File: src/tape_pkg.sv
// Tape-side types for the tape deck: data bytes, Wishbone buses and the decoder port
package tape_pkg;

	// ==================================================
	// Constants
	// ==================================================

	// Full Wishbone address width, the store decodes only the low bits
	localparam int WB_ADR_W = 24;
	localparam int BYTE_W   = 8;

	// ==================================================
	// Data and bus types
	// ==================================================

	typedef logic [BYTE_W-1:0] tape_byte_t;

	// Wishbone classic master request
	typedef struct packed {
		logic                cyc;
		logic                stb;
		logic                we;
		logic [WB_ADR_W-1:0] adr;
		tape_byte_t          dat;
	} wb_req_t;

	// Wishbone classic slave response
	typedef struct packed {
		logic       ack;
		tape_byte_t dat;
	} wb_rsp_t;

	// Commands from the external tape decoder
	typedef struct packed {
		logic req;         // byte request toggle
		logic loop_start;
		logic loop_next;
		logic stop;        // plain stop and 48K stop merged
	} dec_cmd_t;

	// Answer to the decoder, the ack toggle qualifies dat
	typedef struct packed {
		logic       ack;
		tape_byte_t dat;
	} dec_rsp_t;

endpackage

File: src/host_pkg.sv
// Host-side types for the tape deck: image download writes and keyboard events
package host_pkg;

	// ==================================================
	// Download port
	// ==================================================

	// One byte of the tape image coming from the host
	typedef struct packed {
		logic        downloading;
		logic        wr;
		logic [23:0] addr;
		logic [7:0]  dat;
	} dl_write_t;

	// ==================================================
	// Keyboard
	// ==================================================

	// A new event is signalled by a change of toggle
	typedef struct packed {
		logic       toggle;
		logic       pressed;
		logic [8:0] code;
	} key_event_t;

	// Scan codes of the function keys used by the deck
	localparam logic [8:0] KEY_PLAY   = 9'h003;  // F5
	localparam logic [8:0] KEY_REWIND = 9'h00B;  // F6
	localparam logic [8:0] KEY_EJECT  = 9'h083;  // F7

endpackage

File: src/tape_player.sv
// Tape player: playback state, key control, loop marks and byte reads for the decoder
`timescale 1ns/1ps

module tape_player #(
	parameter int ADDR_W = 12
) (
	input  logic                 clk_sys,
	input  logic                 RESET,
	input  host_pkg::key_event_t key_i,
	input  tape_pkg::dec_cmd_t   dec_i,
	output tape_pkg::dec_rsp_t   dec_o,
	input  logic [ADDR_W:0]      tape_len_i,
	input  logic                 loaded_i,
	output tape_pkg::wb_req_t    wb_o,
	input  tape_pkg::wb_rsp_t    wb_i,
	output logic                 playing_o,
	output logic                 ready_o
);

	logic                 key_tgl_q;
	logic                 key_evt;
	logic                 ready_q;
	logic                 playing_q;
	logic [ADDR_W-1:0]    addr_q;      // next byte to serve
	logic [ADDR_W-1:0]    loop_q;
	logic                 rd_cyc_q;
	logic [ADDR_W-1:0]    rd_adr_q;
	logic                 ack_q;
	tape_pkg::tape_byte_t dat_q;
	logic                 rd_start;
	logic [ADDR_W:0]      rd_pos;
	logic                 rd_last;

	assign key_evt  = key_i.toggle ^ key_tgl_q;
	// Open request when the toggles differ and nothing is in flight
	assign rd_start = ~rd_cyc_q & (dec_i.req ^ ack_q);
	assign rd_pos   = {1'b0, rd_adr_q} + 1'b1;
	assign rd_last  = wb_i.ack & (rd_pos >= tape_len_i);

	assign playing_o = playing_q;
	assign ready_o   = ready_q;

	always_comb begin
		dec_o.ack = ack_q;
		dec_o.dat = dat_q;
		wb_o.cyc  = rd_cyc_q;
		wb_o.stb  = rd_cyc_q;
		wb_o.we   = 1'b0;
		wb_o.adr  = {{(tape_pkg::WB_ADR_W-ADDR_W){1'b0}}, rd_adr_q};
		wb_o.dat  = '0;
	end

	// ==================================================
	// Playback state and address counter
	// ==================================================

	always_ff @(posedge clk_sys) begin
		key_tgl_q <= key_i.toggle;
		if (RESET) begin
			ready_q   <= 1'b0;
			playing_q <= 1'b0;
			addr_q    <= '0;
			loop_q    <= '0;
		end else begin
			// Address advances as each read is issued
			if (rd_start)
				addr_q <= addr_q + 1'b1;
			if (dec_i.loop_start)
				loop_q <= addr_q;
			if (dec_i.loop_next)
				addr_q <= loop_q;

			if (key_evt) begin
				if (key_i.code == host_pkg::KEY_PLAY && key_i.pressed)
					playing_q <= ~playing_q;
				if (key_i.code == host_pkg::KEY_REWIND) begin
					addr_q    <= '0;
					playing_q <= 1'b0;
				end
				if (key_i.code == host_pkg::KEY_EJECT) begin
					ready_q   <= 1'b0;
					playing_q <= 1'b0;
				end
			end

			if (dec_i.stop)
				playing_q <= 1'b0;
			// Last byte of the tape delivered
			if (rd_last) begin
				ready_q   <= 1'b0;
				playing_q <= 1'b0;
			end
			if (!ready_q)
				playing_q <= 1'b0;

			// A fresh image overrides everything
			if (loaded_i) begin
				ready_q   <= 1'b1;
				playing_q <= 1'b1;
				addr_q    <= '0;
			end
		end
	end

	// ==================================================
	// Wishbone read and decoder handshake
	// ==================================================

	always_ff @(posedge clk_sys) begin
		if (RESET) begin
			rd_cyc_q <= 1'b0;
			ack_q    <= 1'b0;
		end else begin
			if (rd_start)
				rd_cyc_q <= 1'b1;
			else if (wb_i.ack)
				rd_cyc_q <= 1'b0;
			if (wb_i.ack)
				ack_q <= ~ack_q;
		end
	end

	always_ff @(posedge clk_sys) begin
		if (rd_start)
			rd_adr_q <= addr_q;
		if (wb_i.ack)
			dat_q <= wb_i.dat;
	end

endmodule

File: config.mk
export PLATFORM = sky130hd
export DESIGN_NAME = tape_player
export DESIGN_NICKNAME = d
export VERILOG_FILES = /design/src/tape_pkg.sv /design/src/host_pkg.sv /design/src/tape_player.sv
export SDC_FILE = /design/constraint.sdc
export NUM_CORES = 1
export LEC_CHECK = 0
export BUFFER_PORTS_ARGS = -buffer_cell sky130_fd_sc_hd__buf_2
export CORE_MARGIN = 2
export CORE_UTILIZATION = 50
export DETAILED_ROUTE_END_ITERATION = 8
export PLACE_DENSITY = 0.81
export SYNTH_ARGS = -nofsm -noshare
export SYNTH_HDL_FRONTEND = slang
export SYNTH_SLANG_ARGS = --single-unit
File: constraint.sdc
create_clock -name clk_sys -period 2.9 [get_ports clk_sys]
set_clock_uncertainty 0.05 [all_clocks]
set_input_delay 0.145 -clock clk_sys [delete_from_list [all_inputs] [get_ports clk_sys]]
set_output_delay 0.145 -clock clk_sys [all_outputs]
set_load 0.01 [all_outputs]
==> impl_metrics.env <==
export IMPL_place_gp_congestion=0.8209
export IMPL_report_final_hold_viol_count=0
export IMPL_fmaxAchievable_mhz=409.8
export IMPL_layout_common_cells="buf_2, dfxtp_1, nor2_1, conb_1, edfxtp_1"
export IMPL_avgSynthCellArea_um2=10.10
export IMPL_cts_repair_timing_setup_buffer_count=0
export IMPL_finalCriticalPeriod_ns=2.440
export IMPL_crit_path_max_fanout=4
export IMPL_pin_count=86
export IMPL_cpPeakStageDelay_ns=0.52
export IMPL_antenna_found_initial=0
export IMPL_critical_path_slowest_cell="o41ai_1"
export IMPL_fp_dieW_um=75.92
export IMPL_cts_root_to_sink_buffers=2
export IMPL_post_route_antenna_net_violation_count=0
export IMPL_critical_path_required_ns=3.01
export IMPL_synthToLayoutAreaGrowth_pct=18.77
export IMPL_ff2ff_path_depth=9
export IMPL_setup_violations_final=0
export IMPL_critical_path_cell_chain="ha_1 > nand2_1 > nor2_1 > nand3_1 > xnor2_1 > ha_1 > nand2_1 > o41ai_1 > o22ai_1"
export IMPL_start_kind="register"
export IMPL_final_area_um2=3072
export IMPL_fillCellCount=413
export IMPL_cts_sinks=49
export IMPL_placement_rows=26
export IMPL_setup_reg_to_reg_worst_slack_ns=0.46
export IMPL_utilization_pct=60.92
export IMPL_tritoncts="done"
export IMPL_rsz0062_at_grt="false"
export IMPL_die_area_um2=5764
export IMPL_ys_warnings_count=0
export IMPL_grt_total_usage_pct=18.18
export IMPL_worst_pin_slew_ns=1.213
export IMPL_share_of_final_layout_standard_cells_stronger_than_drive_strength_1_pct=23.48
export IMPL_cts_buffers=5
export IMPL_drt_total_wl_um=4971
export IMPL_timing_hold_worst_path_depth=3
export IMPL_pin_count_of_the_biggest_net_entering_global_routing=19
export IMPL_cap_violations=0
export IMPL_result_of_the_run="completed"
export IMPL_floorplan_die_height_um=75.92
export IMPL_placed_cells=381
export IMPL_post_place_setup_slack_ns=0.4678
export IMPL_grt_pass1_vias=1875
export IMPL_netlist_area_um2=2586
export IMPL_p_leak_nw=1.417
export IMPL_critical_path_arrival_ns=2.55
export IMPL_synth_enable_flop_cells=20
export IMPL_cts_reportedPaths_clkPinSlew_ns=0.08
export IMPL_via_per_inst=4.889
export IMPL_diodes=0
export IMPL_portion_of_the_post_synthesis_area_used_by_sequential_elements_pct=45.67
export IMPL_synthArstFlopShare_pct=0
export IMPL_post_synthesis_instance_total=256
export IMPL_cp_end_kind="register"
export IMPL_worst_skew_pair_late_latency_ns=0.30
export IMPL_drc=0
export IMPL_port_buffers=64
export IMPL_drtIter0Drc=52
export IMPL_setup_total_negative_slack_ns=0
export IMPL_hold_worst_slack_ns=0.07452
export IMPL_drt_wl_cell_um=12.49
export IMPL_combined_area_of_the_multi_input_logic_cells_um2=1217
export IMPL_grt_overflow_total=0
export IMPL_criticalPathCategory="reg2reg"
export IMPL_relSlewSlack_pct=18.86
export IMPL_clock_tree_htree_level_count=2
export IMPL_core_um2=5042
export IMPL_period_share_pct=84.15
export IMPL_placed_area_um2=2874
export IMPL_grt_pass1_wl_um=8625
export IMPL_finalWorstSetupSlack_ns=0.4598
export IMPL_drt_first_pass_iters=4
export IMPL_final_net_count=382
export IMPL_clockRootBuffer="clkbuf_8"
export IMPL_final_cell_count_no_fill=398
export IMPL_floorplan_initialDensity_pct=51.29
export IMPL_vdd_ir_drop_max_mv=0.2457
export IMPL_hold_crit_class="in2reg"
export IMPL_dominantRegCellSynth="dfxtp_1"
export IMPL_slew_violations=0
export IMPL_place_hpwl_um=3644
export IMPL_detailroute_via_count=1946
export IMPL_total_power_mw=1.542
export IMPL_sequential_cell_area_um2=1181
export IMPL_ys_types=40
export IMPL_pwr_density_cell_nw_per_um2=502.1
export IMPL_ys_seq_elements=49
export IMPL_layout_commonest_cell="buf_2"
kinds of logic after synthesis:
family          after synthesis  synth area share (%)
other cells                   1                0.1450
fa+ha+maj                    15                 7.257
mux                          14                 5.418
xor+xnor                     24                 8.128
compound gates               36                 8.515
buf+inv                      46                 10.16
simple gates                 71                 14.71
flops                        49                 45.67
sequential cells by signal (all words and copies together) (netlist names):
signal / count
rd_adr_q: 12
playing_o: 1
key_tgl_q: 1
addr_q: 12
rd_cyc_q: 1
ack_q: 1
ready_o: 1
loop_q: 12
dat_q: 8
cell usage after synthesis, drive strengths merged, types with 4 or more instances:
master / count / area [um2]
a21oi: 13 / 65.06
and3: 4 / 25.02
buf: 25 / 183.9
clkbuf: 5 / 18.77
dfxtp: 29 / 580.6
edfxtp: 20 / 600.6
ha: 15 / 187.7
inv: 16 / 60.06
mux2i: 14 / 140.1
nand2: 16 / 60.06
nand3: 10 / 50.05
nor2: 21 / 78.83
nor3: 4 / 36.29
o21ai: 11 / 55.05
xnor2: 16 / 140.1
xor2: 8 / 70.07
final timing paths:
path | start | to
worst min-delay path | dec_i[0] | playing_o
worst min register to register | loop_q[4] | loop_q[4]
worst max register to register | rd_adr_q[0] | playing_o
worst max-delay path | rd_adr_q[0] | playing_o
power breakdown:
part	internal (mW)	total (mW)	switching, mW
Clock	0.256	0.473	0.217
Sequential	0.768	0.807	0.0395
Combinational	0.117	0.262	0.146
Total	1.14	1.54	0.402
worst max-delay path, delay by kind of cell, from the launching register on:
family                   cells  cell delay (ns)
AO/OA/AOI/OAI                2             0.67
adder cells (fa/ha/maj)      2             0.52
AND/OR/NAND/NOR              4             0.52
flip-flops                   1             0.40
XOR/XNOR                     1             0.15
final cells by class:
class                           instances  share of cell area (%)
Timing Repair Buffer                   74                   13.60
Multi-Input combinational cell        181                   39.63
Inverter                               16                   1.955
Clock inverter                          2                   1.141
Tap cell                               70                   2.851
Clock buffer                            6                   2.363
Sequential cell                        49                   38.45
per-layer routing:
layer  vias up  global-route usage, %  wire (um)
met3         8                  3.333        204
met4         0                  7.273         72
met1       898                  23.59       2220
met5         -                      0          0
met2        53                  30.18       2474
li1        987                      -          -
what timing repair did:
item	CTS	global route
endpoints found under the hold margin	9	0
hold buffers	9	0
gates resized for setup	0	0
No activity file was read; power rests on OpenSTA's default activity.
