**src/tape_pkg.sv**
```systemverilog
// Tape-side types for the tape deck: data bytes, Wishbone buses and the decoder port
package tape_pkg;

	// ==================================================
	// Constants
	// ==================================================

	// Full Wishbone address width, the store decodes only the low bits
	localparam int WB_ADR_W = 24;
	localparam int BYTE_W   = 8;

	// ==================================================
	// Data and bus types
	// ==================================================

	typedef logic [BYTE_W-1:0] tape_byte_t;

	// Wishbone classic master request
	typedef struct packed {
		logic                cyc;
		logic                stb;
		logic                we;
		logic [WB_ADR_W-1:0] adr;
		tape_byte_t          dat;
	} wb_req_t;

	// Wishbone classic slave response
	typedef struct packed {
		logic       ack;
		tape_byte_t dat;
	} wb_rsp_t;

	// Commands from the external tape decoder
	typedef struct packed {
		logic req;         // byte request toggle
		logic loop_start;
		logic loop_next;
		logic stop;        // plain stop and 48K stop merged
	} dec_cmd_t;

	// Answer to the decoder, the ack toggle qualifies dat
	typedef struct packed {
		logic       ack;
		tape_byte_t dat;
	} dec_rsp_t;

endpackage

```
**src/host_pkg.sv**
```systemverilog
// Host-side types for the tape deck: image download writes and keyboard events
package host_pkg;

	// ==================================================
	// Download port
	// ==================================================

	// One byte of the tape image coming from the host
	typedef struct packed {
		logic        downloading;
		logic        wr;
		logic [23:0] addr;
		logic [7:0]  dat;
	} dl_write_t;

	// ==================================================
	// Keyboard
	// ==================================================

	// A new event is signalled by a change of toggle
	typedef struct packed {
		logic       toggle;
		logic       pressed;
		logic [8:0] code;
	} key_event_t;

	// Scan codes of the function keys used by the deck
	localparam logic [8:0] KEY_PLAY   = 9'h003;  // F5
	localparam logic [8:0] KEY_REWIND = 9'h00B;  // F6
	localparam logic [8:0] KEY_EJECT  = 9'h083;  // F7

endpackage

```
**src/tape_loader.sv**
```systemverilog
// Tape loader: turns host download writes into Wishbone writes and records the tape length
`timescale 1ns/1ps

module tape_loader #(
	parameter int ADDR_W = 12
) (
	input  logic                clk_sys,
	input  logic                RESET,
	input  host_pkg::dl_write_t dl_i,
	output logic                wait_o,
	output tape_pkg::wb_req_t   wb_o,
	input  tape_pkg::wb_rsp_t   wb_i,
	output logic [ADDR_W:0]     tape_len_o,
	output logic                loaded_o
);

	logic                             wr_cyc_q;
	logic [tape_pkg::WB_ADR_W-1:0]    wr_adr_q;
	tape_pkg::tape_byte_t             wr_dat_q;
	logic [ADDR_W-1:0]                last_adr_q;
	logic                             dl_q;
	logic                             dl_end;

	// Falling edge of the downloading flag
	assign dl_end = dl_q & ~dl_i.downloading;

	// Host must hold off while a write is on the bus
	assign wait_o = wr_cyc_q;

	always_comb begin
		wb_o.cyc = wr_cyc_q;
		wb_o.stb = wr_cyc_q;
		wb_o.we  = 1'b1;
		wb_o.adr = wr_adr_q;
		wb_o.dat = wr_dat_q;
	end

	always_ff @(posedge clk_sys) begin
		if (RESET) begin
			wr_cyc_q   <= 1'b0;
			dl_q       <= 1'b0;
			loaded_o   <= 1'b0;
			tape_len_o <= '0;
		end else begin
			dl_q     <= dl_i.downloading;
			loaded_o <= dl_end;
			if (dl_i.wr)
				wr_cyc_q <= 1'b1;
			else if (wb_i.ack)
				wr_cyc_q <= 1'b0;
			// Length is one past the last byte written
			if (dl_end)
				tape_len_o <= {1'b0, last_adr_q} + 1'b1;
		end
	end

	// Write payload, captured with the host strobe
	always_ff @(posedge clk_sys) begin
		if (dl_i.wr) begin
			wr_adr_q   <= dl_i.addr;
			wr_dat_q   <= dl_i.dat;
			last_adr_q <= dl_i.addr[ADDR_W-1:0];
		end
	end

endmodule

```
**config.mk**
```make
export PLATFORM = sky130hd
export DESIGN_NAME = tape_loader
export DESIGN_NICKNAME = d
export VERILOG_FILES = /design/src/tape_pkg.sv /design/src/host_pkg.sv /design/src/tape_loader.sv
export SDC_FILE = /design/constraint.sdc
export NUM_CORES = 1
export LEC_CHECK = 0
export BUFFER_PORTS_ARGS = -buffer_cell sky130_fd_sc_hd__buf_4
export CORE_MARGIN = 10
export CORE_UTILIZATION = 36
export DETAILED_ROUTE_END_ITERATION = 8
export PLACE_DENSITY_LB_ADDON = 0.15
export SLEW_MARGIN = 20
export SYNTH_ARGS = -nofsm -noshare
export SYNTH_HDL_FRONTEND = slang
export SYNTH_SLANG_ARGS = --single-unit
```
**constraint.sdc**
```tcl
create_clock -name clk_sys -period 2.59 [get_ports clk_sys]
set_clock_uncertainty 0.2 [all_clocks]
set_input_delay 0.259 -clock clk_sys [delete_from_list [all_inputs] [get_ports clk_sys]]
set_output_delay 0.259 -clock clk_sys [all_outputs]
set_load 0.005 [all_outputs]
```
==> results of run 1 <==
-- metal layers --
| layer | GRT usage | vias up | share of wire |
|---|---|---|---|
| met5 | 0 | - | 0 |
| met4 | 0.0434 | 0 | 0.013 |
| met3 | 0.0830 | 6 | 0.15 |
| met2 | 0.181 | 64 | 0.45 |
| met1 | 0.122 | 583 | 0.39 |
| li1 | - | 660 | - |
-- cells by family (layout without fill, tap and decap cells) --
logic type	Yosys count	count (layout)	synth area share
DFF	48	48	0.743
adders and majority gates	1	1	0.00725
xor gates and xnor gates	9	9	0.0457
other	1	1	0.00217
buffers and inverters	9	129	0.0261
and+or+nand+nor	35	35	0.113
AOI/OAI and AO/OA	15	15	0.0631
-- worst max path at each step --
stage,start,end,slack [ns],depth (start not counted)
after floorplan,wr_adr_q[0]$_DFFE_PP_,tape_len_o[10]$_SDFFE_PP0P_,0.77,5
after global placement,wr_adr_q[0]$_DFFE_PP_,tape_len_o[10]$_SDFFE_PP0P_,0.73,5
after detailed placement,wr_adr_q[0]$_DFFE_PP_,tape_len_o[10]$_SDFFE_PP0P_,0.70,5
after CTS,wr_adr_q[0]$_DFFE_PP_,tape_len_o[10]$_SDFFE_PP0P_,0.68,5
after global routing,wr_adr_q[0]$_DFFE_PP_,tape_len_o[10]$_SDFFE_PP0P_,0.60,5
final,wr_adr_q[0]$_DFFE_PP_,tape_len_o[10]$_SDFFE_PP0P_,0.69,5
-- critical path: cells and delay by family, from the launching register on --
kind / cells / cell delay, ns
flip-flops: 1 / 0.41
adder cells (fa/ha/maj): 1 / 0.23
AND/OR/NAND/NOR: 2 / 0.63
XOR/XNOR: 1 / 0.16
AO/OA/AOI/OAI: 1 / 0.20
-- registers in the layout, summed over array words and instances (netlist names) --
register,flops
wr_adr_q,24
wait_o,1
loaded_o,1
wr_dat_q,8
dl_q,1
tape_len_o,13
-- final cells by class --
cell class                      instances  area [sq um]
Tap cell                               54          67.6
Sequential cell                        48          1280
Clock inverter                          1          3.75
Inverter                                2          7.51
Clock buffer                            7          86.3
Fill cell                             378          1870
Multi-Input combinational cell         61           399
Timing Repair Buffer                  119           976
-- cells in the mapped netlist --
library cell	count	area [sq um]
nand2_1	7	26.3
xnor2_1	4	35.0
and4_4	1	11.3
inv_1	2	7.51
nand3_2	1	10.0
edfxtp_1	32	961
or3b_1	1	8.76
nand2b_1	1	6.26
conb_1	1	3.75
a311oi_1	1	8.76
or3_1	1	6.26
nor2b_1	2	12.5
nor3_1	2	10.0
nand4_4	1	21.3
nand4_1	2	12.5
nand3_1	1	5.00
o21ai_0	1	5.00
ha_1	1	12.5
a211oi_2	1	12.5
buf_4	3	22.5
clkbuf_1	4	15.0
a21oi_1	3	15.0
nor2_1	14	52.6
a211oi_1	9	67.6
xor2_1	5	43.8
dfxtp_1	16	320
nor4_2	1	12.5
-- timing repair --
action                                  4_1_cts  5_1_grt
hold buffers                                 33        0
endpoints found under the setup margin        0        0
endpoints found under the hold margin        33        0
-- power by group through the flow --
stage / Combinational [mW] / Clock, mW / Sequential [mW]
after floorplan: 0.0458 / 0 / 0.928
after global placement: 0.191 / 0 / 0.923
after detailed placement: 0.193 / 0 / 0.926
after CTS: 0.234 / 0.466 / 0.909
after global routing: 0.253 / 0.494 / 0.916
final: 0.232 / 0.445 / 0.908
==> results.cfg, run 1 <==
[outcome]
status = finished clean

[critical_path]
reg2reg_slack_ns = 0.69
max_stage_delay_ns = 0.41
path_cells = ha_1, and4_4, or3b_1, xor2_1, a211oi_2
critPathCaptureType = flip-flop
slowest_stage = edfxtp_1
cp.required_ns = 2.61
startpoint_type = flip-flop
r2r_cells = 5
reg2reg_from = wr_adr_q[0]$_DFFE_PP_
critPathArrivalTime_ns = 1.92
crit_fanout = 4
reg2reg_to = tape_len_o[10]$_SDFFE_PP0P_
criticalPathCategory = flip-flop to flip-flop

[final_layout]
instances_no_fill = 292
fin_util = 0.601
drive_gt1_frac = 0.408
postLayoutCellArea_sq_um = 2820
layout_commonest_cell = buf_4
nets = 283
area_growth_pct = 63.5
diodes = 0
final_cell_mix = buf_4, dlygate4sd3_1, edfxtp_1

[place]
dpl.cell_count = 251
hpwl_mm = 3.21
port_buffers = 85
gp_congestion = 0.760
place_area_sq_um = 2400
preCtsSetupSlack_ns = 0.700

[logic_synthesis]
synth_nets = 164
synthesis.instances = 118
yosysUniqueCellTypes = 27
yosysWarnings = 0
avgSynthCellArea_sq_um = 14.6
yosysSeqAreaShare = 0.743
ys_ff_latch = 48
syn_area_sq_um = 1730

[drt]
drt-initial-drc-count = 38
wl_per_cell_um = 15.6
ant_nets = 0
drt_wl_total_mm = 4.55
vias = 1313
firstDrtPassIters = 4
post-route-drc-count = 0
via_per_inst = 4.50

[die]
coreArea_sq_um = 4690
dieHeight_um = 89.2
io_pins = 95
start_util = 0.368
dieWidth_um = 89.2
fp-row-count = 25
die_area_sq_um = 7960

[grt]
grtUsageTotal = 0.117
overflow = 0
antenna_found_initial = 0
grt_pass1_wl_mm = 7.19
grt_max_degree = 34
grt_pass1_vias = 1454

[clock_network]
cts_buffers = 5
clkTransAtPathRegs_ns = 0.08
cts-root-buf = clkbuf_8
cts-resized-gates = 0
clk_path_buf_depth = 2
htree_levels = 2
clock_latency_ns = 0.29
clock-sinks = 48
post-cts-setup-buffers = 0
tritoncts = done

[min_path]
hold_class = input port to flip-flop
min-delay-start = RESET
holdPathStages = 2
hold_end = tape_len_o[10]$_SDFFE_PP0P_

[power_and_ir_drop]
comb_power_share = 0.146
p_int_mw = 1.24
finalPower_mw = 1.59
ir_drop_mv = 0.403
p_per_area_nw_per_um2 = 562
p_switching_mw = 0.351
seqPwrFrac = 0.573
sw_frac_of_total = 0.221
p_leak_nw = 1.15
clock_power_share = 0.281

[timing]
rsz0062_at_grt = no
post-route-min-period_ns = 1.90
hold_viol_final = 0
holdWs_ns = 0.0483
setup_viol = 0
maxSlewViolCount = 0
final.setup.worst_slack_ns = 0.686
max_freq_mhz = 525
period_share = 0.735
tns_ns = 0

[run]
maxCapViolCount = 0
Note: power is estimated with default switching activity, not from simulation.
==> run 2, diff against run 1 <==
clock period = 1.55 ns   (was 2.59 ns; I/O delays follow)
==> run 2 against run 1 <==
Compared with the run above:
- the flow now finishes with violations (setup timing)
- register-to-register slack worse by 0.90 ns
- combinational power grew 99%
- die area stayed put
- setup slack worse by 0.90 ns
- global-route usage rose by 0.22 points
- sequential share of layout area fell by 3.0 points
- hold slack gained 0.053 ns
- power grew 72%
- wire length grew 1.4%
- first-iteration DRC count increased by 16%
- non-clock buffer count rose by 21
- critical path depth is the same
- critical endpoint unchanged
- highest routed layer unchanged
==> results.cfg, run 2 (synthesized netlist as in run 1, its figures left out) <==
[critical_path]
cp-endpoint = tape_len_o[10]$_SDFFE_PP0P_
r2r_cells = 5
startpoint_type = flip-flop
cp.required_ns = 1.57
setup.worst_path.start = wr_adr_q[1]$_DFFE_PP_
criticalPathCategory = flip-flop to flip-flop
critPathCaptureType = flip-flop
reg2reg_to = tape_len_o[10]$_SDFFE_PP0P_
reg2reg_from = wr_adr_q[1]$_DFFE_PP_
reg2reg_slack_ns = -0.21
crit_fanout = 2
critPathArrivalTime_ns = 1.78

[die]
die_area_sq_um = 7960
start_util = 0.368
io_pins = 95
coreArea_sq_um = 4690
fp-row-count = 25
dieHeight_um = 89.2
dieWidth_um = 89.2

[power_and_ir_drop]
p_per_area_nw_per_um2 = 903
comb_power_share = 0.169
sw_frac_of_total = 0.237
clock_power_share = 0.280
p_leak_nw = 1.26
seqPwrFrac = 0.551
p_switching_mw = 0.648
p_int_mw = 2.08
ir_drop_mv = 0.830

[final_layout]
nFillCells = 365
top_register = wr_adr_q
diodes = 0
postLayoutCellArea_sq_um = 3020
drive_gt1_frac = 0.479
regArea_sq_um = 1280
nets = 304
largest_register_ffs = 24
multi_input_area_sq_um = 424
final_cell_mix = buf_4, dlygate4sd3_1, edfxtp_1
area_growth_pct = 75.2
layout_commonest_cell = buf_4
reg_top3 = wr_adr_q: 24 flops, tape_len_o: 13 flops, wr_dat_q: 8 flops

[place]
port_buffers = 85
hpwl_mm = 3.34
gp_congestion = 0.802
place_area_sq_um = 2500

[clock_network]
cts_buffers = 5
clk_path_buf_depth = 2
clock_latency_ns = 0.30
tritoncts = done
htree_levels = 2
cts-root-buf = clkbuf_8
clkTransAtPathRegs_ns = 0.10
clock-sinks = 48

[grt]
grt_max_degree = 34
overflow = 0
grtUsageTotal = 0.119
antenna_found_initial = 0
grt_pass1_wl_mm = 7.36
grt_pass1_vias = 1536

[drt]
drt_wl_total_mm = 4.62
ant_nets = 0
via_per_inst = 4.46
wl_per_cell_um = 14.8
firstDrtPassIters = 4
drt-initial-drc-count = 44
vias = 1395
post-route-drc-count = 0

[run]
maxCapViolCount = 0

[outcome]
violations = setup timing
status = finished with violations

[timing]
post-route-min-period_ns = 1.76
final.setup.worst_slack_ns = -0.209
maxSlewViolCount = 0
tns_ns = -0.508
setup_viol = 4
period_share = 1.13
max_freq_mhz = 568
hold_viol_final = 0
rsz0062_at_grt = yes

[min_path]
hold_class = input port to flip-flop
==> run 2: per-stage QoR <==
stage                     hold slack, ns  utilization  instances  worst slack (ns)  power [mW]
after floorplan                   0.0266            -        118            -0.232        1.63
after global placement             0.133        0.533        264            -0.123        1.90
after detailed placement           0.134        0.533        264            -0.165        1.91
after CTS                          0.103        0.637        311            -0.180        2.74
after global routing               0.102        0.644        313            -0.290        2.85
final                              0.102        0.644        313            -0.209        2.73
==> run 2: worst min path at each step <==
stage,from,end,cells past startpoint
floorplan,RESET,dl_q$_SDFF_PP0_,1
finish,dl_i[32],wr_dat_q[0]$_DFFE_PP_,1
global route,dl_i[32],wr_adr_q[17]$_DFFE_PP_,1
detailed placement,dl_i[6],wr_dat_q[6]$_DFFE_PP_,1
global placement,dl_i[27],wr_adr_q[19]$_DFFE_PP_,1
CTS,dl_i[32],wr_adr_q[20]$_DFFE_PP_,1
==> run 2: layer usage <==
layer,share of wire,GRT usage
met1,0.37,0.129
met2,0.49,0.192
met3,0.12,0.0711
met4,0.0074,0.0347
met5,0,0
==> run 2: area by class of cell <==
class	count	area share
flip-flops and latches	48	0.424
repair buffers	140	0.380
multi-input cells	61	0.140
clock buffers	5	0.0228
well taps	54	0.0224
clock inverters	3	0.00828
inverters	2	0.00248
==> run 2: power by group through the flow <==
stage                     combinational, mW  clock [mW]  sequential [mW]
after global placement                0.368           0             1.53
after detailed placement              0.374           0             1.53
final                                 0.461       0.763             1.51
after floorplan                      0.0770           0             1.55
after CTS                             0.459       0.779             1.50
after global routing                  0.506       0.833             1.52
==> run 2: critical path: stages (launching register included) <==
cell      delay, ns
edfxtp_1       0.37
ha_2           0.19
and4_4         0.21
or3b_4         0.38
xor2_1         0.15
a211oi_2       0.20
==> run 2: what timing repair did <==
item | CTS | global route
setup buffers | 3 | 2
endpoints found under the setup margin | 6 | 8
hold buffers | 36 | 0
resized for setup | 3 | 5
pin swaps | 5 | 9
hold endpoints to repair | 48 | 0
==> run 3, diff against run 2 <==
BUFFER_PORTS_ARGS = -buffer_cell sky130_fd_sc_hd__buf_2   (was -buffer_cell sky130_fd_sc_hd__buf_4)
==> run 3 against run 2 <==
Compared with the run above:
- cell count down 1.3%
- design area is 7.8% lower
- clock power shrank 4.3%
- critical path depth did not move
- wire length rose by 0.61%
- the run still ends with setup timing left
- largest power group unchanged
- via count fell by 1.3%
==> results.cfg, run 3 (synthesized netlist as in run 1, its figures left out) <==
[critical_path]
crit_family = simple AND/OR/NAND/NOR gates
cp_num_cells = 5
max_stage_delay_ns = 0.37
cp.required_ns = 1.57
startpoint_type = flip-flop
slowest_stage = edfxtp_1
critPathCaptureType = flip-flop
critPathArrivalTime_ns = 1.78
crit_buf_inv = 0
criticalPathCategory = flip-flop to flip-flop
crit_fanout = 2
r2r_cells = 5
path_cells = ha_2, and4_4, or3b_1, xor2_1, a211oi_2

[drt]
drt_wl_total_mm = 4.65
firstDrtPassIters = 4
vias = 1377
ant_nets = 0
via_per_inst = 4.46
post-route-drc-count = 0
drt-initial-drc-count = 26
wl_per_cell_um = 15.0

[clock_network]
clock-sinks = 48
clock_latency_ns = 0.29
clkTransAtPathRegs_ns = 0.09
cts_buffers = 5
htree_levels = 2
clk_path_buf_depth = 2
tritoncts = done
cts-root-buf = clkbuf_8

[min_path]
holdPathStages = 2
hold_class = input port to flip-flop

[outcome]
status = finished with violations
violations = setup timing

[final_layout]
top_register = wr_adr_q
drive_gt1_frac = 0.467
diodes = 0
final_cell_mix = buf_2, dlygate4sd3_1, edfxtp_1
layout_commonest_cell = buf_2
instances_no_fill = 309
postLayoutCellArea_sq_um = 2790
nFillCells = 366
reg_top3 = wr_adr_q: 24 flops, tape_len_o: 13 flops, wr_dat_q: 8 flops
largest_register_ffs = 24
area_growth_pct = 61.5
nets = 300

[timing]
hold_viol_final = 0
rsz0062_at_grt = yes
max_freq_mhz = 566
period_share = 1.14
final.setup.worst_slack_ns = -0.216
maxSlewViolCount = 0
tns_ns = -0.470
post-route-min-period_ns = 1.77
holdWs_ns = 0.0113
setup_viol = 5

[die]
die_area_sq_um = 7960
dieHeight_um = 89.2
fp-row-count = 25
start_util = 0.368
io_pins = 95
coreArea_sq_um = 4690
dieWidth_um = 89.2

[grt]
grt_max_degree = 26
antenna_found_initial = 0
grt_pass1_vias = 1492
grt_pass1_wl_mm = 7.33
grtUsageTotal = 0.120
overflow = 0

[power_and_ir_drop]
p_leak_nw = 1.19
clock_power_share = 0.279
comb_power_share = 0.147
finalPower_mw = 2.61
ir_drop_mv = 0.636
sw_frac_of_total = 0.235
p_int_mw = 2.00
seqPwrFrac = 0.574
p_switching_mw = 0.614
p_per_area_nw_per_um2 = 937

[place]
dpl.cell_count = 265
gp_congestion = 0.806
port_buffers = 85
hpwl_mm = 3.46
place_area_sq_um = 2310

[run]
maxCapViolCount = 0
-- run 3: stage by stage --
step | utilization | setup slack, ns
detailed placement | 0.492 | -0.239
CTS | 0.589 | -0.227
floorplan | - | -0.232
finish | 0.594 | -0.216
global placement | 0.492 | -0.162
global route | 0.594 | -0.289
-- run 3: worst reg2reg max path, cell delays in order, from the launching register on --
cell and delay (ns):
edfxtp_1 0.37, ha_2 0.18, and4_4 0.22, or3b_1 0.36, xor2_1 0.17, a211oi_2 0.19
-- run 3: timing repair --
item,4_1_cts,5_1_grt
pin swaps,5,5
hold buffers,34,0
setup buffers,2,0
endpoints found under the hold margin,35,0
gates resized for setup,3,4
endpoints found under the setup margin,5,9
-- run 3: final timing paths --
kind                              start                           to  slack [ns]
max reg2reg       wr_adr_q[1]$_DFFE_PP_  tape_len_o[10]$_SDFFE_PP0P_       -0.22
min reg2reg  tape_len_o[1]$_SDFFE_PP0P_   tape_len_o[1]$_SDFFE_PP0P_        0.26
min                               RESET          wait_o$_SDFFE_PP0P_        0.01
max               wr_adr_q[1]$_DFFE_PP_  tape_len_o[10]$_SDFFE_PP0P_       -0.22
-- run 3: per-layer routing --
layer / routed length (um) / track usage / share of wire / vias to the layer above
met1: 1640 / 0.123 / 0.35 / 613
met3: 706 / 0.0848 / 0.15 / 6
met2: 2230 / 0.189 / 0.48 / 63
met5: 0 / 0 / 0 / -
met4: 61 / 0.0390 / 0.013 / 0
li1: - / - / - / 695
-- run 3: power groups by stage --
stage | clock network [mW] | registers, mW | logic (mW)
4_1_cts | 0.759 | 1.50 | 0.382
6_report | 0.730 | 1.50 | 0.383
3_5_place_dp | 0 | 1.53 | 0.309
5_1_grt | 0.807 | 1.51 | 0.426
2_1_floorplan | 0 | 1.55 | 0.0770
3_3_place_gp | 0 | 1.53 | 0.303
-- run 3: layout make-up --
cell class / instances / area, sq um / share of cell area
clock buffers: 6 / 72.6 / 0.0260
inverters: 2 / 7.51 / 0.00269
multi-input cells: 61 / 432 / 0.155
repair buffers: 136 / 910 / 0.326
flip-flops and latches: 48 / 1280 / 0.460
clock inverters: 2 / 16.3 / 0.00584
well taps: 54 / 67.6 / 0.0242
