<file path="config.mk">
export PLATFORM = sky130hd
export DESIGN_NAME = tape_activity_led
export DESIGN_NICKNAME = d
export VERILOG_FILES = /design/src/tape_activity_led.sv
export SDC_FILE = /design/constraint.sdc
export NUM_CORES = 1
export LEC_CHECK = 0
export BUFFER_PORTS_ARGS = -buffer_cell sky130_fd_sc_hd__buf_2
export CORE_ASPECT_RATIO = 0.8
export CORE_MARGIN = 1.5
export CORE_UTILIZATION = 64
export CTS_CLUSTER_DIAMETER = 50
export CTS_CLUSTER_SIZE = 25
export DETAILED_ROUTE_END_ITERATION = 7
export PLACE_DENSITY = 0.88
export SETUP_SLACK_MARGIN = 0.3
export SKIP_LAST_GASP = 1
export SLEW_MARGIN = 20
export SYNTH_ARGS = -nofsm -noshare
export SYNTH_HDL_FRONTEND = slang
export SYNTH_SLANG_ARGS = --single-unit
</file>
<file path="constraint.sdc">
create_clock -name clk_sys -period 2.8 [get_ports clk_sys]
set_input_delay 0.56 -clock clk_sys [delete_from_list [all_inputs] [get_ports clk_sys]]
set_output_delay 0.56 -clock clk_sys [all_outputs]
set_load 0.005 [all_outputs]
</file>
<file path="src/tape_activity_led.sv">
// Tape activity LED: slowly swelling pulse while playing, steady when paused with a tape
`timescale 1ns/1ps

module tape_activity_led #(
	parameter int LED_W = 23
) (
	input  logic clk_sys,
	input  logic RESET,
	input  logic playing_i,
	input  logic ready_i,
	output logic led_o
);

	logic [LED_W-1:0] cnt_q;
	logic [7:0]       sweep;
	logic [7:0]       phase;
	logic             run;

	// Upper slice sets the duty, low byte is the PWM phase
	assign sweep = cnt_q[LED_W-2 -: 8];
	assign phase = cnt_q[7:0];

	// Keep running until the top bit settles on ready
	assign run = playing_i | (cnt_q[LED_W-1] ^ ready_i) | (|cnt_q[LED_W-2:0]);

	always_ff @(posedge clk_sys) begin
		if (RESET)
			cnt_q <= '0;
		else if (run)
			cnt_q <= cnt_q + 1'b1;
	end

	// Rising duty in the lower half, falling in the upper half
	assign led_o = cnt_q[LED_W-1] ? (sweep <= phase) : (sweep > phase);

endmodule

</file>
==> results.rst, run 1 <==
.. list-table::
   :header-rows: 1

   * - Metric
     - Value
   * - Outcome
     - completed
   * - Number of enable flip-flop cells after synthesis
     - 0
   * - Tightest Pin Transition
     - 443 ps
   * - Number of synthesized register bits
     - 23
   * - WHS Path Cells
     - 2
   * - Placed Cells incl. Taps
     - 169
   * - Post-Synthesis Net Count
     - 157
   * - Core area
     - 0.00187 mm²
   * - Iteration-0 DRC count of the detailed router
     - 71
   * - CTS Root Buffer Type
     - sky130_fd_sc_hd__clkbuf_4
   * - Cell types with the largest area share after synthesis
     - sky130_fd_sc_hd__dfxtp_1 (36%), sky130_fd_sc_hd__ha_1 (9.8%), sky130_fd_sc_hd__xor2_1 (8.3%), sky130_fd_sc_hd__nor2_1 (7.7%), sky130_fd_sc_hd__xnor2_1 (6.9%)
   * - I/O pin count
     - 5
   * - Final antenna-violating net count
     - 0
   * - Share of total power in combinational logic
     - 19.2%
   * - Total routing resource utilization after global routing
     - 28.8%
   * - Regs by FF count
     - cnt_q: 23 flops
   * - Proportion of total power due to net switching
     - 28.2%
   * - Die height
     - 42.9 µm
   * - Standard-cell rows
     - 14
   * - Total half-perimeter wirelength after legalization and detailed placement
     - 1860 µm
   * - Number of global-route vias before repair
     - 1,059
   * - Smallest setup slack after layout
     - 244 ps
   * - Leakage power summed over all cells
     - 0.576 nW
   * - Filler-free cell count of the finished design
     - 178
   * - Final-report max-slew violation count
     - 0
   * - Mean instance size in the synthesized netlist
     - 8.90 µm²
   * - DRC violation count after routing
     - 0
   * - Placer Congestion
     - 0.875
   * - Die Span X
     - 52.9 µm
   * - Effective utilization at floorplan
     - 67.9%
   * - Layout cells sized above 1
     - 22.7%
   * - Most used DFF post-synth
     - sky130_fd_sc_hd__dfxtp_1
   * - Clock period minus final worst setup slack
     - 2560 ps
   * - CTS tree
     - done
   * - Rel. slew slack
     - 70.5%
   * - Post-layout util
     - 77.2%
   * - Achievable clock frequency
     - 0.391 GHz
   * - Number of buffers created by CTS
     - 3
   * - Reg2reg path depth
     - 7
   * - Startpoint Class
     - flop
   * - Part of the Yosys area used for sequential elements
     - 36.2%
   * - Detailed-route wire length per cell
     - 17.3 µm
   * - Worst-Skew Late Latency
     - 310 ps
   * - Total inserted antenna cells
     - 0
   * - Kind of critical path
     - flop to primary output
   * - Maximum level of the CTS H-tree
     - 1
   * - Clock slew at reported path FFs
     - 130 ps
   * - Flip-flop count of the largest register after layout
     - 23
   * - Share of the synthesized area in the top cell type
     - 36.2%
   * - Antenna violations before repair
     - 0
   * - Critical Path End Type
     - primary output
   * - Share of power burned in registers
     - 55.8%
   * - Area leader, netlist
     - sky130_fd_sc_hd__dfxtp_1
   * - Total negative slack
     - 0 ps
   * - Net load switching power
     - 0.176 mW
   * - Distinct cell type count of the synthesized netlist
     - 29
   * - TritonCTS sink count
     - 23
   * - Maximum number of pins on one net before global-route repair
     - 25
   * - Overall die area
     - 0.00227 mm²
   * - Crit-path max FO
     - 2
   * - Count of mapped cells out of synthesis
     - 143
   * - Global-route wire length before repair
     - 4720 µm
   * - Final Hold Viols
     - 0
   * - Critical path arrival
     - 2000 ps
   * - Synth warn
     - 0
   * - Layout Nets
     - 169
   * - Worst hold slack after final layout
     - 549 ps
   * - Largest register by flop count
     - cnt_q
   * - Setup-failing EPs final
     - 0
   * - Total placed instance area
     - 0.00132 mm²
   * - Synth Cell Area
     - 0.00127 mm²
   * - Final global-route overflow total
     - 0
   * - Fraction of synthesis flops using an asynchronous set or reset pin
     - 0%
   * - RSZ-0062 raised after global routing
     - yes
   * - Number of detailed-route iterations in the first pass
     - 4
   * - Final period util
     - 91.3%
   * - Sum of routed wire length over all layers
     - 3080 µm
   * - Number of hold buffers added after CTS
     - 0
   * - FF-to-FF setup slack
     - 890 ps
   * - Setup WS pre-CTS
     - 401 ps
   * - Post-route total power
     - 0.622 mW
   * - Number of buffer cells added on primary ports
     - 4
   * - Number of violations of the max-capacitance limit
     - 0
   * - Clock tree buffer depth
     - 2
   * - Worst clock skew
     - 1.48 ps
   * - Finished layout cell area
     - 0.00145 mm²
   * - Area growth syn-to-layout
     - 13.7%
   * - Peak supply drop
     - 0.327 mV
   * - Hold/Removal Path Class
     - flop to flop
   * - Power Internal
     - 0.446 mW
   * - WP data required
     - 2240 ps
   * - Vias post-DR
     - 1,157
   * - Fraction of power consumed by the clock network
     - 25.0%
   * - Number of vias per cell
     - 6.50
   * - Power Density
     - 430 mW/mm²
-- cell type report --
| cell class | count | area (µm²) |
|---|---|---|
| Clock buffer | 3 | 22.5 |
| Clock inverter | 1 | 5.00 |
| Tap cell | 24 | 30.0 |
| Multi-Input combinational cell | 109 | 810 |
| Sequential cell | 23 | 485 |
| Inverter | 9 | 36.3 |
| Timing Repair Buffer | 9 | 57.6 |
| Fill cell | 126 | 428 |
-- path summary, 6_finish.rpt --
path	end	start
worst max register to register	cnt_q[16]	cnt_q[1]
worst max-delay path	led_o	cnt_q[1]
worst min-delay path	cnt_q[6]	cnt_q[6]
worst min register to register	cnt_q[6]	cnt_q[6]
-- cells in the final DEF, fill, tap and decap left out, types with 2 or more instances in the layout --
| master | count |
|---|---|
| sky130_fd_sc_hd__buf_4 | 5 |
| sky130_fd_sc_hd__dfxtp_2 | 5 |
| sky130_fd_sc_hd__xor2_1 | 12 |
| sky130_fd_sc_hd__a21oi_1 | 2 |
| sky130_fd_sc_hd__ha_1 | 8 |
| sky130_fd_sc_hd__o21ai_0 | 2 |
| sky130_fd_sc_hd__dfxtp_1 | 13 |
| sky130_fd_sc_hd__clkbuf_4 | 3 |
| sky130_fd_sc_hd__xnor2_1 | 10 |
| sky130_fd_sc_hd__buf_2 | 4 |
| sky130_fd_sc_hd__nor2_1 | 26 |
| sky130_fd_sc_hd__and4_1 | 2 |
| sky130_fd_sc_hd__nand4_1 | 9 |
| sky130_fd_sc_hd__inv_1 | 8 |
| sky130_fd_sc_hd__nand2_1 | 5 |
| sky130_fd_sc_hd__nor3_1 | 2 |
| sky130_fd_sc_hd__nor4_1 | 4 |
| sky130_fd_sc_hd__nand3_1 | 10 |
| sky130_fd_sc_hd__dfxtp_4 | 5 |
-- power by group through the flow --
stage / Sequential, mW / Clock, mW / Combinational (mW)
3_5_place_dp: 0.355 / 0 / 0.0789
2_1_floorplan: 0.352 / 0 / 0.0585
3_3_place_gp: 0.354 / 0 / 0.0763
6_report: 0.347 / 0.156 / 0.119
5_1_grt: 0.348 / 0.170 / 0.131
4_1_cts: 0.345 / 0.160 / 0.0978
-- critical path, stage by stage (launching register included) --
cell and delay (ps):
sky130_fd_sc_hd__dfxtp_4 390, sky130_fd_sc_hd__inv_4 40, sky130_fd_sc_hd__ha_4 200, sky130_fd_sc_hd__nor2b_4 120, sky130_fd_sc_hd__o211ai_1 230, sky130_fd_sc_hd__a21oi_1 120, sky130_fd_sc_hd__o32ai_2 300, sky130_fd_sc_hd__xnor2_1 150
sky130_fd_sc_hd__buf_2 120
-- synthesized netlist by cell type (all sizes together), types with 2 or more instances --
master,number
nor2,26
dfxtp,23
xor2,12
ha,10
nand3,10
nand4,10
xnor2,10
inv,9
nand2,5
nor4,5
a21oi,3
and3,2
and4,2
clkbuf,2
nor3,2
nor4b,2
o21ai,2
-- metal layers --
layer | share of wire (%) | GRT usage, % | vias to the layer above | routed length, µm
li1 | - | - | 527 | -
met1 | 43 | 36.3 | 557 | 1330
met2 | 48 | 47.5 | 62 | 1470
met3 | 8.0 | 9.15 | 11 | 247
met4 | 1.2 | 6.67 | 0 | 38
met5 | 0 | 0 | - | 0
-- logic make-up after synthesis --
family / count (synthesis) / share of synthesized area (%)
and+or+nand+nor: 67 / 30.4
DFF: 23 / 36.2
xor gates and xnor gates: 22 / 15.1
buffers and inverters: 11 / 3.24
adders and majority gates: 10 / 9.83
AOI/OAI and AO/OA: 9 / 4.43
muxes: 1 / 0.787
-- what timing repair did --
item,4_1_cts,5_1_grt
setup endpoints to repair,1,1
buffers inserted,4,1
resized for setup,17,7
pin swaps,5,4
Power figures use the tool's default switching activity.
==> run 2, diff against run 1 <==
Settings changed: CORE_UTILIZATION 64 to 59, PLACE_DENSITY 0.88 to 0.83.
Clock period 2.8 ns to 2.4 ns, I/O delays scaled along.
==> run 2 against run 1 <==
  * Clock power up 21%
  * Global-route usage fell by 1.6 points
  * First-iteration DRC count decreased by 51%
  * Via count decreased by 8.9%
  * Power rose by 16%
  * Core utilization decreased by 3.1 points
  * Non-clock buffer count increased by 2
  * Sequential power up 17%
  * Critical path depth did not move
  * Critical endpoint unchanged
==> results.rst, run 2 (synthesis gave the netlist of run 1 again) <==
.. list-table::
   :header-rows: 1

   * - Metric
     - Value
   * - TritonCTS sink count
     - 23
   * - WHS Path Cells
     - 2
   * - Number of buffers created by CTS
     - 3
   * - CTS Root Buffer Type
     - sky130_fd_sc_hd__clkbuf_4
   * - I/O pin count
     - 5
   * - Number of global-route vias before repair
     - 1,043
   * - Final period util
     - 99.0%
   * - Final global-route overflow total
     - 0
   * - Leakage power summed over all cells
     - 0.579 nW
   * - Standard-cell rows
     - 14
   * - Met2 Wirelength
     - 1320 µm
   * - Final-report max-slew violation count
     - 0
   * - Overall die area
     - 0.00245 mm²
   * - Regs by FF count
     - cnt_q: 23 flops
   * - Smallest setup slack after layout
     - 24.8 ps
   * - Layout cells sized above 1
     - 22.4%
   * - Hold/Removal Path Class
     - input pin to flop
   * - Critical path arrival
     - 1900 ps
   * - Clock tree buffer depth
     - 2
   * - Crit-path max FO
     - 2
   * - Clock period minus final worst setup slack
     - 2380 ps
   * - Rel. slew slack
     - 71.6%
   * - Post-layout util
     - 74.0%
   * - Detailed-route wire length per cell
     - 16.1 µm
   * - CTS tree
     - done
   * - Number of vias per cell
     - 5.86
   * - Global-route wire length before repair
     - 4620 µm
   * - Number of hold buffers added after CTS
     - 0
   * - Placer Congestion
     - 0.938
   * - Total half-perimeter wirelength after legalization and detailed placement
     - 2060 µm
   * - Placed Cells incl. Taps
     - 173
   * - Uppermost signal routing layer after detailed routing
     - met4
   * - Iteration-0 DRC count of the detailed router
     - 35
   * - Most common library cell in the layout ignoring fill and taps
     - sky130_fd_sc_hd__nor2_1
   * - Clock slew at reported path FFs
     - 130 ps
   * - Sum of routed wire length over all layers
     - 2890 µm
   * - Total routing resource utilization after global routing
     - 27.2%
   * - Routed metal-1 wirelength
     - 1330 µm
   * - Maximum level of the CTS H-tree
     - 1
   * - Effective utilization at floorplan
     - 64.9%
   * - Number of violations of the max-capacitance limit
     - 0
   * - Number of buffer cells added on primary ports
     - 4
   * - Core area
     - 0.00196 mm²
   * - Met3 WL
     - 183 µm
   * - Layout Nets
     - 171
   * - Worst-Skew Late Latency
     - 330 ps
   * - Largest register by flop count
     - cnt_q
   * - Achievable clock frequency
     - 0.421 GHz
   * - Reg-to-Reg Start
     - cnt_q[1]
   * - Startpoint of the tightest hold check path
     - RESET
   * - WP data required
     - 1920 ps
   * - Finished layout cell area
     - 0.00145 mm²
   * - DRC violation count after routing
     - 0
   * - Peak supply drop
     - 0.478 mV
   * - End of the worst hold path
     - cnt_q[22]
   * - Filler-free cell count of the finished design
     - 180
   * - Final Hold Viols
     - 0
   * - FF-to-FF setup slack
     - 520 ps
   * - Critical Path End Type
     - primary output
   * - Worst hold slack after final layout
     - 561 ps
   * - Reg2reg path depth
     - 7
   * - Setup WS pre-CTS
     - 156 ps
   * - Total placed instance area
     - 0.00135 mm²
   * - Vias post-DR
     - 1,054
   * - Maximum number of pins on one net before global-route repair
     - 25
   * - Commonest cells after routing, fill and taps aside
     - sky130_fd_sc_hd__nor2_1 (26), sky130_fd_sc_hd__dfxtp_1 (16), sky130_fd_sc_hd__xor2_1 (12)
   * - Antenna violations before repair
     - 0
   * - Kind of critical path
     - flop to primary output
   * - Area growth syn-to-layout
     - 14.2%
   * - RSZ-0062 raised after global routing
     - yes
   * - Final antenna-violating net count
     - 0
   * - Power Density
     - 495 mW/mm²
   * - Worst clock skew
     - 6.52 ps
   * - Critical register-to-register path endpoint
     - cnt_q[22]
   * - Total inserted antenna cells
     - 0
   * - Tightest Pin Transition
     - 423 ps
   * - Startpoint Class
     - flop
   * - Outcome
     - completed
   * - Number of detailed-route iterations in the first pass
     - 4
   * - Setup-failing EPs final
     - 0
   * - Flip-flop count of the largest register after layout
     - 23
   * - Post-route total power
     - 0.719 mW
   * - Die height
     - 44.5 µm
   * - Total negative slack
     - 0 ps
   * - Die Span X
     - 54.9 µm
-- run 2: timing repair --
action	in CTS	in global routing
endpoints found under the setup margin	1	1
pin swaps	5	2
buffers inserted	3	0
resized for setup	18	1
gates cloned	0	0
-- run 2: area by class of cell --
class	count	area, µm²
timing repair buffer	11	72.6
multi-input combinational	109	812
sequential	23	474
clock buffer	3	22.5
fill	134	509
inverter	9	36.3
tap	24	30.0
clock inverter	1	5.00
-- run 2: power breakdown --
part	leakage, nW	internal [mW]	total (mW)	switching [mW]
clock	0.0177	0.0627	0.188	0.126
combinational	0.372	0.0619	0.124	0.0625
sequential	0.190	0.392	0.406	0.0136
-- run 2: metal layers --
metal	global-route usage, %	vias to the layer above
met5	0	-
met4	10.7	0
met3	10.1	8
met2	42.9	39
met1	33.5	477
li1	-	530
-- run 2: worst max-delay path, stage by stage (launching register included) --
cell,delay [ps]
sky130_fd_sc_hd__dfxtp_4,390
sky130_fd_sc_hd__inv_4,40
sky130_fd_sc_hd__ha_4,200
sky130_fd_sc_hd__nor2b_1,120
sky130_fd_sc_hd__o211ai_1,240
sky130_fd_sc_hd__a21oi_2,90
sky130_fd_sc_hd__o32ai_2,220
sky130_fd_sc_hd__xnor2_1,140
sky130_fd_sc_hd__buf_2,120
-- run 2: how the worst max path moves through the flow --
stage / from / slack, ps / end / cells past startpoint
6_report: cnt_q[1] / 20 / led_o / 8
5_1_grt: cnt_q[1] / -80 / led_o / 8
3_3_place_gp: cnt_q[1] / 230 / led_o / 8
2_1_floorplan: cnt_q[1] / 380 / led_o / 7
3_5_place_dp: cnt_q[1] / 160 / led_o / 8
4_1_cts: cnt_q[1] / 90 / led_o / 8
==> run 3, diff against run 2 <==
Clock period 2.4 ns to 2.62 ns, I/O delays scaled along.
==> run 3 against run 2 <==
  * Via count increased by 4.3%
  * Power fell by 8.8%
  * Global-route usage is 1.2 points higher
  * Die area stayed put
  * Sequential power is 8.9% lower
  * Combinational power shrank 6%
==> results.rst, run 3 (synthesis gave the netlist of run 1 again) <==
.. list-table::
   :header-rows: 1

   * - Metric
     - Value
   * - Outcome
     - completed
   * - WP data required
     - 2100 ps
   * - Overall die area
     - 0.00245 mm²
   * - Die Span X
     - 54.9 µm
   * - Global-route wire length before repair
     - 4820 µm
   * - Flip-flop count of the largest register after layout
     - 23
   * - RSZ-0062 raised after global routing
     - yes
   * - Final period util
     - 93.6%
   * - Iteration-0 DRC count of the detailed router
     - 41
   * - Layout Nets
     - 170
   * - Clock slew at reported path FFs
     - 120 ps
   * - Core area
     - 0.00196 mm²
   * - Power Internal
     - 0.469 mW
   * - Clock period minus final worst setup slack
     - 2450 ps
   * - Layout filler cell count
     - 143
   * - CTS Root Buffer Type
     - sky130_fd_sc_hd__clkbuf_4
   * - Regs by FF count
     - cnt_q: 23 flops
   * - Peak supply drop
     - 0.370 mV
   * - Final antenna-violating net count
     - 0
   * - CTS tree
     - done
   * - Number of global-route vias before repair
     - 1,027
   * - Antenna violations before repair
     - 0
   * - Rel. slew slack
     - 71.9%
   * - Startpoint Class
     - flop
   * - Hold/Removal Path Class
     - flop to flop
   * - Final global-route overflow total
     - 0
   * - Total half-perimeter wirelength after legalization and detailed placement
     - 1830 µm
   * - Maximum number of pins on one net before global-route repair
     - 25
   * - Area of the multi-input gates
     - 808 µm²
   * - Area taken by flip-flops and latches
     - 487 µm²
   * - Area growth syn-to-layout
     - 14.3%
   * - Number of buffers created by CTS
     - 3
   * - Most common library cell in the layout ignoring fill and taps
     - sky130_fd_sc_hd__nor2_1
   * - Total routing resource utilization after global routing
     - 28.4%
   * - DRC violation count after routing
     - 0
   * - Worst clock skew
     - 3.12 ps
   * - Layout cells sized above 1
     - 22.6%
   * - Detailed-route wire length per cell
     - 16.2 µm
   * - Placed Cells incl. Taps
     - 169
   * - Achievable clock frequency
     - 0.408 GHz
   * - I/O pin count
     - 5
   * - Sum of routed wire length over all layers
     - 2910 µm
   * - Share of power burned in registers
     - 56.5%
   * - Kind of critical path
     - flop to primary output
   * - Total inserted antenna cells
     - 0
   * - Final-report max-slew violation count
     - 0
   * - Effective utilization at floorplan
     - 64.9%
   * - Standard-cell rows
     - 14
   * - Number of detailed-route iterations in the first pass
     - 4
   * - Critical path arrival
     - 1930 ps
   * - Commonest cells after routing, fill and taps aside
     - sky130_fd_sc_hd__nor2_1 (26), sky130_fd_sc_hd__dfxtp_1 (14), sky130_fd_sc_hd__xor2_1 (12)
   * - Vias post-DR
     - 1,099
   * - Critical Path End Type
     - primary output
   * - TritonCTS sink count
     - 23
   * - Maximum level of the CTS H-tree
     - 1
   * - Total negative slack
     - 0 ps
   * - Leakage power summed over all cells
     - 0.575 nW
   * - Net load switching power
     - 0.186 mW
   * - Tightest Pin Transition
     - 422 ps
   * - Placer Congestion
     - 0.864
   * - Die height
     - 44.5 µm
   * - Number of vias per cell
     - 6.14
   * - Share of total power in combinational logic
     - 17.8%
   * - Clock tree buffer depth
     - 2
   * - Fraction of power consumed by the clock network
     - 25.8%
   * - Power Density
     - 451 mW/mm²
   * - Worst-Skew Late Latency
     - 320 ps
   * - Crit-path max FO
     - 2
   * - Filler-free cell count of the finished design
     - 179
   * - Final Hold Viols
     - 0
   * - Proportion of total power due to net switching
     - 28.4%
   * - Number of violations of the max-capacitance limit
     - 0
   * - Number of buffer cells added on primary ports
     - 4
   * - Largest register by flop count
     - cnt_q
   * - Setup-failing EPs final
     - 0
run 3: changes by cell type in the layout (fill, tap and decap cells not counted):
cell                      before  now
sky130_fd_sc_hd__dfxtp_4       2    6
sky130_fd_sc_hd__dfxtp_1      16   14
sky130_fd_sc_hd__dfxtp_2       5    3
sky130_fd_sc_hd__a21oi_1       2    3
sky130_fd_sc_hd__a21oi_2       1    0
sky130_fd_sc_hd__buf_4         7    6
sky130_fd_sc_hd__o21ai_0       1    2
sky130_fd_sc_hd__o21ai_1       1    0
run 3: power groups by stage:
stage	clock, mW	sequential (mW)	combinational [mW]
finish	0.169	0.370	0.116
global route	0.187	0.371	0.127
CTS	0.174	0.367	0.108
detailed placement	0	0.379	0.0844
global placement	0	0.378	0.0821
floorplan	0	0.376	0.0625
run 3: metal layers:
| layer | GRT usage, % | vias to the layer above | part of all wire [%] |
|---|---|---|---|
| met2 | 45.5 | 39 | 47 |
| met1 | 34.8 | 519 | 44 |
| li1 | - | 531 | - |
| met3 | 8.45 | 10 | 6.6 |
| met5 | 0 | - | 0 |
| met4 | 13.2 | 0 | 2.7 |
run 3: final cells by class:
| class | count | area share (%) |
|---|---|---|
| clock buffer | 3 | 1.55 |
| clock inverter | 1 | 0.344 |
| inverter | 9 | 2.50 |
| multi-input combinational | 109 | 55.6 |
| sequential | 23 | 33.5 |
| tap | 24 | 2.07 |
| timing repair buffer | 10 | 4.48 |
run 3: repair_timing:
item	CTS	global route
pin swaps	6	0
resized for setup	23	0
buffers inserted	6	0
endpoints found under the setup margin	1	1
cloned	0	0
hold buffers	0	0
run 3: critical path, cell delays in order (launching register included):
cell and delay (ps):
sky130_fd_sc_hd__dfxtp_4 390, sky130_fd_sc_hd__inv_4 40, sky130_fd_sc_hd__ha_4 200, sky130_fd_sc_hd__nor2b_1 130, sky130_fd_sc_hd__o211ai_1 190, sky130_fd_sc_hd__a21oi_1 120
sky130_fd_sc_hd__o32ai_2 260, sky130_fd_sc_hd__xnor2_1 140, sky130_fd_sc_hd__buf_2 120
run 3: path summary, 6_finish.rpt:
kind | depth (start not counted) | start | slack, ps | to
worst max-delay path | 8 | cnt_q[1] | 170 | led_o
worst min-delay path | 2 | cnt_q[10] | 570 | cnt_q[10]
worst max register to register | 7 | cnt_q[1] | 770 | cnt_q[22]
worst min register to register | 2 | cnt_q[10] | 570 | cnt_q[10]
run 3: metrics by stage:
| stage | power (mW) | cell area, µm² | setup slack, ps | hold WS [ps] | util, % |
|---|---|---|---|---|---|
| floorplan | 0.439 | 1270 | 557 | 503 | - |
| global placement | 0.460 | 1320 | 378 | 520 | 67.0 |
| detailed placement | 0.464 | 1320 | 340 | 541 | 67.0 |
| CTS | 0.649 | 1450 | 272 | 575 | 74.1 |
| global route | 0.685 | 1450 | 73.5 | 613 | 74.1 |
| finish | 0.655 | 1450 | 169 | 573 | 74.1 |
